## src/stony_pkg.sv

```systemverilog
/* Constants shared by the image sensor controller: sensor register map,
   pixel resolution, widths, pulse pin commands and FSM encodings */
package stony_pkg;

    // Widths
    localparam int ptr_w     = 3;
    localparam int val_w     = 8;
    localparam int addr_w    = 7;
    localparam int bias_w    = 6;
    localparam int pin_cmd_w = 2;

    // Sensor register indices
    localparam logic [ptr_w-1:0] colsel_ptr = 3'd0;
    localparam logic [ptr_w-1:0] rowsel_ptr = 3'd1;
    localparam logic [ptr_w-1:0] vsw_ptr    = 3'd2;
    localparam logic [ptr_w-1:0] hsw_ptr    = 3'd3;
    localparam logic [ptr_w-1:0] vref_ptr   = 3'd4;
    localparam logic [ptr_w-1:0] config_ptr = 3'd5;
    localparam logic [ptr_w-1:0] nbias_ptr  = 3'd6;
    localparam logic [ptr_w-1:0] aobias_ptr = 3'd7;

    localparam int row_resolution = 112;
    localparam int col_resolution = 112;

    // Which pin the pulse driver fires
    localparam logic [pin_cmd_w-1:0] cmd_resp = 2'd0;
    localparam logic [pin_cmd_w-1:0] cmd_incp = 2'd1;
    localparam logic [pin_cmd_w-1:0] cmd_resv = 2'd2;
    localparam logic [pin_cmd_w-1:0] cmd_incv = 2'd3;

    // Sequencer FSM
    localparam int seq_state_w = 2;
    localparam logic [seq_state_w-1:0] st_init = 2'd0;
    localparam logic [seq_state_w-1:0] st_idle = 2'd1;
    localparam logic [seq_state_w-1:0] st_cap  = 2'd2;
    localparam logic [seq_state_w-1:0] st_adc  = 2'd3;

    localparam int init_step_w = 4;
    localparam logic [init_step_w-1:0] init_last_step = 4'd8;

    // Capture steps, even steps move the pointer
    localparam logic [1:0] cap_row_ptr = 2'd0;
    localparam logic [1:0] cap_row_val = 2'd1;
    localparam logic [1:0] cap_col_ptr = 2'd2;
    localparam logic [1:0] cap_col_val = 2'd3;

endpackage
```

## src/stony_write_if.sv

```systemverilog
/* Request path from the sequencer to the register writer; the sequencer
   holds the request fields from req until done */
`timescale 1ns/1ps

interface stony_write_if import stony_pkg::*; ();

    logic             req;
    logic             sel_ptr;
    logic             clear_first;
    logic [val_w-1:0] target;
    logic             done;

    // sel_ptr high targets the pointer, low the selected register
    modport seq    (output req, sel_ptr, clear_first, target, input done);
    modport writer (input req, sel_ptr, clear_first, target, output done);

endinterface

```

## src/stony_pin_if.sv

```systemverilog
/* Command path from the register writer to the pulse driver, with the
   driver's shadow pointer and selected register value coming back */
`timescale 1ns/1ps

interface stony_pin_if import stony_pkg::*; ();

    logic                 cmd_valid;
    logic [pin_cmd_w-1:0] cmd;
    logic                 ack;
    logic [ptr_w-1:0]     ptr;
    logic [val_w-1:0]     cur_val;

    // One command in flight, acked two cycles after cmd_valid
    modport writer (output cmd_valid, cmd, input ack, ptr, cur_val);
    modport driver (input cmd_valid, cmd, output ack, ptr, cur_val);

endinterface

```

## src/stony_ctrl.sv

```systemverilog
/* Top level of the image sensor controller; connects the sequencer,
   register writer and pulse driver to the sensor pins and user ports */
`timescale 1ns/1ps

module stony_ctrl import stony_pkg::*; (
    input  logic              clk,
    input  logic              reset,
    input  logic              frame_capture_start,
    input  logic              adc_capture_done,
    input  logic              mask_capture_pixel,
    input  logic [val_w-1:0]  vsw_value,
    input  logic [val_w-1:0]  hsw_value,
    input  logic [bias_w-1:0] vref_value,
    input  logic [bias_w-1:0] config_value,
    input  logic [bias_w-1:0] nbias_value,
    input  logic [bias_w-1:0] aobias_value,
    output logic              controller_busy,
    output logic              frame_capture_done,
    output logic              adc_capture_start,
    output logic [addr_w-1:0] mask_pixel_row,
    output logic [addr_w-1:0] mask_pixel_col,
    output logic              resp,
    output logic              incp,
    output logic              resv,
    output logic              incv
);

    stony_write_if wr_if ();
    stony_pin_if   pin_if ();

    stony_sequencer sequencer_i (
        .clk                (clk),
        .reset              (reset),
        .frame_capture_start(frame_capture_start),
        .adc_capture_done   (adc_capture_done),
        .mask_capture_pixel (mask_capture_pixel),
        .vsw_value          (vsw_value),
        .hsw_value          (hsw_value),
        .vref_value         (vref_value),
        .config_value       (config_value),
        .nbias_value        (nbias_value),
        .aobias_value       (aobias_value),
        .wr                 (wr_if.seq),
        .controller_busy    (controller_busy),
        .frame_capture_done (frame_capture_done),
        .adc_capture_start  (adc_capture_start),
        .mask_pixel_row     (mask_pixel_row),
        .mask_pixel_col     (mask_pixel_col)
    );

    stony_reg_writer reg_writer_i (
        .clk  (clk),
        .reset(reset),
        .wr   (wr_if.writer),
        .pin  (pin_if.writer)
    );

    stony_pulse_driver pulse_driver_i (
        .clk  (clk),
        .reset(reset),
        .pin  (pin_if.driver),
        .resp (resp),
        .incp (incp),
        .resv (resv),
        .incv (incv)
    );

endmodule

```

## src/stony_sequencer.sv

```systemverilog
/* Main controller FSM: programs the sensor registers after reset, then
   scans every pixel of a frame and runs the ADC for the masked ones */
`timescale 1ns/1ps

module stony_sequencer import stony_pkg::*; (
    input  logic                clk,
    input  logic                reset,
    input  logic                frame_capture_start,
    input  logic                adc_capture_done,
    input  logic                mask_capture_pixel,
    input  logic [val_w-1:0]    vsw_value,
    input  logic [val_w-1:0]    hsw_value,
    input  logic [bias_w-1:0]   vref_value,
    input  logic [bias_w-1:0]   config_value,
    input  logic [bias_w-1:0]   nbias_value,
    input  logic [bias_w-1:0]   aobias_value,
    stony_write_if.seq          wr,
    output logic                controller_busy,
    output logic                frame_capture_done,
    output logic                adc_capture_start,
    output logic [addr_w-1:0]   mask_pixel_row,
    output logic [addr_w-1:0]   mask_pixel_col
);

    logic [seq_state_w-1:0] state;
    logic [init_step_w-1:0] init_step;
    logic                   val_phase;
    logic [1:0]             cap_step;
    logic                   wait_wr;
    logic [ptr_w-1:0]       init_ptr;
    logic [val_w-1:0]       init_val;
    logic                   pixel_finish;
    logic                   last_col;
    logic                   last_row;

    assign controller_busy = (state != st_idle);
    assign last_col = (mask_pixel_col == addr_w'(col_resolution - 1));
    assign last_row = (mask_pixel_row == addr_w'(row_resolution - 1));

    // Pixel ends when its column is reached unmasked, or when the ADC is done
    assign pixel_finish = (state == st_cap && cap_step == cap_col_val && wait_wr &&
                           wr.done && !mask_capture_pixel) ||
                          (state == st_adc && adc_capture_done);

    //////////////////////////////
    // Request contents
    //////////////////////////////

    // Step 0 only clears the pointer
    always_comb begin
        init_ptr = colsel_ptr;
        init_val = '0;
        case (init_step)
            4'd2: init_ptr = rowsel_ptr;
            4'd3: begin
                init_ptr = vsw_ptr;
                init_val = vsw_value;
            end
            4'd4: begin
                init_ptr = hsw_ptr;
                init_val = hsw_value;
            end
            4'd5: begin
                init_ptr = vref_ptr;
                init_val = {{(val_w-bias_w){1'b0}}, vref_value};
            end
            4'd6: begin
                init_ptr = nbias_ptr;
                init_val = {{(val_w-bias_w){1'b0}}, nbias_value};
            end
            4'd7: begin
                init_ptr = aobias_ptr;
                init_val = {{(val_w-bias_w){1'b0}}, aobias_value};
            end
            4'd8: begin
                init_ptr = config_ptr;
                init_val = {{(val_w-bias_w){1'b0}}, config_value};
            end
            default: ;
        endcase
    end

    always_comb begin
        wr.sel_ptr     = !cap_step[0];
        wr.clear_first = 1'b0;
        case (cap_step)
            cap_row_ptr: wr.target = {{(val_w-ptr_w){1'b0}}, rowsel_ptr};
            cap_row_val: wr.target = {{(val_w-addr_w){1'b0}}, mask_pixel_row};
            cap_col_ptr: wr.target = {{(val_w-ptr_w){1'b0}}, colsel_ptr};
            default:     wr.target = {{(val_w-addr_w){1'b0}}, mask_pixel_col};
        endcase
        if (state == st_init) begin
            wr.sel_ptr     = !val_phase;
            wr.clear_first = val_phase || (init_step == '0);
            wr.target      = val_phase ? init_val : {{(val_w-ptr_w){1'b0}}, init_ptr};
        end
    end

    //////////////////////////////
    // Main FSM
    //////////////////////////////

    always_ff @(posedge clk or posedge reset) begin
        if (reset) begin
            state              <= st_init;
            init_step          <= '0;
            val_phase          <= 1'b0;
            cap_step           <= cap_row_ptr;
            wait_wr            <= 1'b0;
            wr.req             <= 1'b0;
            frame_capture_done <= 1'b0;
            adc_capture_start  <= 1'b0;
            mask_pixel_row     <= '0;
            mask_pixel_col     <= '0;
        end else begin
            wr.req             <= 1'b0;
            frame_capture_done <= 1'b0;
            adc_capture_start  <= 1'b0;
            case (state)
                st_init: begin
                    if (!wait_wr) begin
                        wr.req  <= 1'b1;
                        wait_wr <= 1'b1;
                    end else if (wr.done) begin
                        wait_wr <= 1'b0;
                        if (val_phase || init_step == '0) begin
                            val_phase <= 1'b0;
                            init_step <= init_step + 1'b1;
                            if (init_step == init_last_step) begin
                                state <= st_idle;
                            end
                        end else begin
                            val_phase <= 1'b1;
                        end
                    end
                end
                st_idle: begin
                    if (frame_capture_start) begin
                        mask_pixel_row <= '0;
                        mask_pixel_col <= '0;
                        cap_step       <= cap_row_ptr;
                        state          <= st_cap;
                    end
                end
                st_cap: begin
                    if (!wait_wr) begin
                        wr.req  <= 1'b1;
                        wait_wr <= 1'b1;
                    end else if (wr.done) begin
                        wait_wr <= 1'b0;
                        if (cap_step != cap_col_val) begin
                            cap_step <= cap_step + 1'b1;
                        end else if (mask_capture_pixel) begin
                            adc_capture_start <= 1'b1;
                            state             <= st_adc;
                        end
                    end
                end
                // ADC wait ends through the pixel step below
                default: ;
            endcase

            // Next pixel, staying on the column pointer within a row
            if (pixel_finish) begin
                state <= st_cap;
                if (!last_col) begin
                    mask_pixel_col <= mask_pixel_col + 1'b1;
                    cap_step       <= cap_col_val;
                end else if (!last_row) begin
                    mask_pixel_col <= '0;
                    mask_pixel_row <= mask_pixel_row + 1'b1;
                    cap_step       <= cap_row_ptr;
                end else begin
                    mask_pixel_col     <= '0;
                    mask_pixel_row     <= '0;
                    frame_capture_done <= 1'b1;
                    state              <= st_idle;
                end
            end
        end
    end

endmodule

```

## src/stony_reg_writer.sv

```systemverilog
/* Walks the sensor pointer or the selected register to a target value
   using only clear and increment pulses, then strobes done */
`timescale 1ns/1ps

module stony_reg_writer import stony_pkg::*; (
    input  logic clk,
    input  logic reset,
    stony_write_if.writer wr,
    stony_pin_if.writer   pin
);

    logic                 active;
    logic [val_w-1:0]     cur;
    logic                 at_target;
    logic                 above;
    logic [pin_cmd_w-1:0] clr_cmd;
    logic [pin_cmd_w-1:0] inc_cmd;
    logic                 start;
    logic                 decide;
    logic                 issue;
    logic                 finish;

    // Compare against the shadow of whatever is being moved
    assign cur       = wr.sel_ptr ? {{(val_w-ptr_w){1'b0}}, pin.ptr} : pin.cur_val;
    assign at_target = (cur == wr.target);
    assign above     = (cur > wr.target);
    assign clr_cmd   = wr.sel_ptr ? cmd_resp : cmd_resv;
    assign inc_cmd   = wr.sel_ptr ? cmd_incp : cmd_incv;

    // A decision happens on a plain request or after each ack
    assign start  = !active && wr.req;
    assign decide = (start && !wr.clear_first) || (active && pin.ack);
    assign issue  = (start && wr.clear_first) || (decide && !at_target);
    assign finish = decide && at_target;

    always_ff @(posedge clk or posedge reset) begin
        if (reset) begin
            active        <= 1'b0;
            pin.cmd_valid <= 1'b0;
            wr.done       <= 1'b0;
        end else begin
            pin.cmd_valid <= issue;
            wr.done       <= finish;
            if (finish) begin
                active <= 1'b0;
            end else if (start) begin
                active <= 1'b1;
            end
        end
    end

    // Above the target needs a clear, the increments follow
    always_ff @(posedge clk) begin
        if (issue) begin
            if ((start && wr.clear_first) || above) begin
                pin.cmd <= clr_cmd;
            end else begin
                pin.cmd <= inc_cmd;
            end
        end
    end

endmodule

```

## src/stony_pulse_driver.sv

```systemverilog
/* Fires one sensor pin per command and mirrors the sensor's pointer and
   registers, so the writer can see where the sensor stands */
`timescale 1ns/1ps

module stony_pulse_driver import stony_pkg::*; (
    input  logic clk,
    input  logic reset,
    stony_pin_if.driver pin,
    output logic resp,
    output logic incp,
    output logic resv,
    output logic incv
);

    logic             phase;
    logic [ptr_w-1:0] ptr;
    logic [val_w-1:0] shadow [2**ptr_w];

    assign pin.ptr     = ptr;
    assign pin.cur_val = shadow[ptr];

    //////////////////////////////
    // Pin pulse and pointer
    //////////////////////////////

    always_ff @(posedge clk or posedge reset) begin
        if (reset) begin
            phase   <= 1'b0;
            pin.ack <= 1'b0;
            ptr     <= '0;
            resp    <= 1'b0;
            incp    <= 1'b0;
            resv    <= 1'b0;
            incv    <= 1'b0;
        end else begin
            // First cycle raises the pin, second drops it and acks
            phase   <= pin.cmd_valid && !phase;
            pin.ack <= phase;
            resp    <= pin.cmd_valid && !phase && (pin.cmd == cmd_resp);
            incp    <= pin.cmd_valid && !phase && (pin.cmd == cmd_incp);
            resv    <= pin.cmd_valid && !phase && (pin.cmd == cmd_resv);
            incv    <= pin.cmd_valid && !phase && (pin.cmd == cmd_incv);
            if (phase) begin
                if (resp) begin
                    ptr <= '0;
                end else if (incp) begin
                    ptr <= ptr + 1'b1;
                end
            end
        end
    end

    //////////////////////////////
    // Register shadow
    //////////////////////////////

    // The pin still high in the second cycle says what to apply
    always_ff @(posedge clk) begin
        if (phase) begin
            if (resv) begin
                shadow[ptr] <= '0;
            end else if (incv) begin
                shadow[ptr] <= shadow[ptr] + 1'b1;
            end
        end
    end

endmodule

```

## config.mk

```make
export PLATFORM = sky130hd
export DESIGN_NAME = stony_ctrl
export DESIGN_NICKNAME = d
export VERILOG_FILES = /design/src/stony_pkg.sv /design/src/stony_write_if.sv /design/src/stony_pin_if.sv /design/src/stony_ctrl.sv /design/src/stony_sequencer.sv /design/src/stony_reg_writer.sv /design/src/stony_pulse_driver.sv
export SDC_FILE = /design/constraint.sdc
export NUM_CORES = 1
export LEC_CHECK = 0
export ABC_AREA = 1
export BUFFER_PORTS_ARGS = -buffer_cell sky130_fd_sc_hd__buf_2
export CELL_PAD_IN_SITES_DETAIL_PLACEMENT = 0
export CELL_PAD_IN_SITES_GLOBAL_PLACEMENT = 1
export CORE_MARGIN = 5
export CORE_UTILIZATION = 37
export DETAILED_ROUTE_END_ITERATION = 16
export GPL_TIMING_DRIVEN = 0
export HOLD_SLACK_MARGIN = 0.02
export PLACE_DENSITY = 0.77
export SLEW_MARGIN = 40
export SYNTH_ARGS = -nofsm -noshare
export SYNTH_HDL_FRONTEND = slang
export SYNTH_SLANG_ARGS = --single-unit
```

## constraint.sdc

```tcl
create_clock -name clk -period 5.75 [get_ports clk]
set_clock_uncertainty 0.05 [all_clocks]
set_input_delay 0.8625 -clock clk [delete_from_list [all_inputs] [get_ports clk]]
set_output_delay 0.8625 -clock clk [all_outputs]
set_load 0.03 [all_outputs]
```

==> qor.yml <==
final_layout:
  final_nets: 812
  final_layout_size_suffix_gt1_frac: 0.186
  nFillCells: 1445
  final_util: 0.441
  diodes: 0
  synthToLayoutAreaGrowth_pct: 17.4
  final_cell_mix: "nand2_1 (220), buf_2 (82), inv_1 (74)"
  mostFrequentLayoutCell: "nand2_1"
sta:
  worst_pin_slew_ps: 804
  drv_slew: 0
  slew_headroom: 0.461
  final.setup.tns_ps: 0
  hold_viol: 0
  fin_crit_ps: 3070
  setup_violations: 0
  whs_ps: 426
  rsz0062_at_grt: "false"
  timing.fmax_ghz: 0.326
  min_period_over_period: 0.534
  worst_slack_ps: 2680
placed_design:
  pre_cts_slack_ps: 2660
  dpl.hpwl_microns: 10700
  place_congestion: 0.865
  io_buffers: 65
cts:
  hold_buffers: 0
  cts_max_level: 3
  root_buffer: "clkbuf_16"
  clockBufferDepth: 2
  path_clk_slew_ps: 80
  cts_sinks: 105
  cts_resized: 0
  tritoncts: "done"
  cts-buffers-inserted: 9
  clock_latency_ps: 350
  post_cts_buffers: 0
setup_path:
  critPathKind: "reg -> reg"
  critPathMaxFanout: 9
  crit_path_end_kind: "register"
  cp_slowest_cell: "or4_1"
  cp_cell_sequence: "inv_1 -> ha_1 -> inv_2 -> a21oi_2 -> inv_1 -> nand2_1 -> o21ai_1 -> ha_1 -> nand2_1 -> or4_1 -> a21o_1"
  slowest_delay_ps: 590
  critical_path_arrival_ps: 3130
  start_kind: "register"
  cp_num_buf_inv: 3
  cp.required_ps: 5810
  critPathTopFamily: "simple AND/OR/NAND/NOR gates"
routing:
  wl_met1_microns: 6230
  drc: 0
  route.met3.wl_microns: 608
  dr.pass1.iters: 5
  drt.antenna.violating_nets: 0
  route.met2.wl_microns: 6950
  highest_layer: "met4"
  drt_wl_total_microns: 13900
  wl_per_cell_microns: 14.8
  vias: 4689
  drtIter0Drc: 240
  via_per_inst: 4.99
yosys:
  syn_area_sq_um: 5690
  avgSynthCellArea_sq_um: 8.65
  synth_cells: 658
  synth_fp_nets: 724
  ys_ff_latch: 105
  yosys_warnings: 0
  synth.distinct_cells: 45
  yosysSeqAreaShare: 0.520
  synth_ff_type: "edfxtp_1"
  synthArstFlopShare: 0.371
  synth-edff-count: 66
floorplan:
  num_rows: 45
  die_w_microns: 134
  core_sq_um: 15100
  die_y_microns: 134
  start_util: 0.376
  die_area_sq_um: 18000
  io_pins: 66
run_status:
  outcome: "finished, final reports clean"
grt:
  grt_pass1_vias: 4725
  antenna_found_initial: 0
  grt_pass1_wl_microns: 23300
  track_usage: 0.162
  grt_max_degree: 40
  overflow: 0
power_and_ir_drop:
  pwr_density_cell_nw_per_um2: 293
  peakVddDrop_mv: 0.160
  p_leak_nw: 3.03
  power_mw: 1.95
worst_hold_path:
  hold_path_class: "reg -> reg"
run:
  cap_violations: 0
-- cell families after synthesis --
family / count (synthesis) / synth area share
buffers and inverters: 96 / 0.0734
xor gates and xnor gates: 9 / 0.0139
and+or+nand+nor: 337 / 0.254
adders and majority gates: 21 / 0.0462
DFF: 105 / 0.520
AOI/OAI and AO/OA: 90 / 0.0928
-- worst paths after layout --
| kind | startpoint | endpoint | slack (ps) | depth (start not counted) |
|---|---|---|---|---|
| setup / recovery | sequencer_i.state[0]$_DFFE_PP0P_ | reg_writer_i.pin.cmd[1]$_DFFE_PP_ | 2680 | 11 |
| setup reg to reg | sequencer_i.state[0]$_DFFE_PP0P_ | reg_writer_i.pin.cmd[1]$_DFFE_PP_ | 2680 | 11 |
| min in group asynchronous | reset | sequencer_i.mask_pixel_col[5]$_DFFE_PP0P_ | 480 | 2 |
| hold / removal | sequencer_i.wait_wr$_DFFE_PP0N_ | sequencer_i.wr.req$_DFF_PP0_ | 430 | 1 |
| max in group asynchronous | reset | pulse_driver_i.pin.ptr[0]$_DFFE_PP0P_ | 4800 | 2 |
| hold reg to reg | sequencer_i.wait_wr$_DFFE_PP0N_ | sequencer_i.wr.req$_DFF_PP0_ | 430 | 1 |
-- sequential cells by signal (all words and copies together), names as in the netlist, 2 cells and up --
signal	count
pulse_driver_i.pin.ptr	3
sequencer_i.mask_pixel_row	7
sequencer_i.init_step	4
sequencer_i.state	2
reg_writer_i.pin.cmd	2
pulse_driver_i.shadow	64
sequencer_i.cap_step	2
sequencer_i.mask_pixel_col	7
-- synthesized netlist by cell type, types with 2 or more instances --
cell        n  area share
nand2_1   220        0.15
inv_1      75       0.049
edfxtp_1   66        0.35
nor2_1     41       0.027
dfrtp_1    39        0.17
nand3_1    31       0.027
a21oi_1    30       0.026
ha_1       21       0.046
o21ai_0    16       0.014
nor3_1     12       0.011
o21ai_1    12       0.011
o22ai_1    10       0.011
nor4_1      8      0.0088
xor2_1      8       0.012
nand4_1     7      0.0077
buf_6       6       0.012
inv_2       6      0.0040
buf_2       5      0.0044
nand2_2     5      0.0055
nor2_2      5      0.0055
a22o_1      3      0.0046
a22oi_1     3      0.0040
o211ai_1    3      0.0040
a21o_1      2      0.0026
a21oi_2     2      0.0031
clkbuf_1    2      0.0013
o21a_1      2      0.0026
-- per-layer routing --
layer / vias up / track usage
met1: 2194 / 0.207
met4: 0 / 0.0441
met2: 108 / 0.284
met3: 16 / 0.0266
li1: 2371 / -
met5: - / 0
-- power breakdown --
part / total [mW] / leakage, nW / internal [mW] / switching (mW)
logic: 0.453 / 1.89 / 0.163 / 0.290
registers: 0.862 / 0.986 / 0.828 / 0.0333
clock network: 0.640 / 0.153 / 0.348 / 0.293
-- layout make-up --
class	instances	area, sq um	share of cell area
sequential	105	2960	0.443
multi-input combinational	457	2370	0.355
timing repair buffer	77	385	0.0577
inverter	82	313	0.0468
tap	188	235	0.0352
clock buffer	9	225	0.0337
buffer	14	108	0.0161
clock inverter	7	85.1	0.0127
-- through the flow --
stage,std cells,cell area [sq um]
after floorplan,658,5690
after global placement,911,6250
after detailed placement,923,6360
after CTS,939,6670
after global routing,939,6680
final,939,6680
Power figures use the tool's default switching activity.
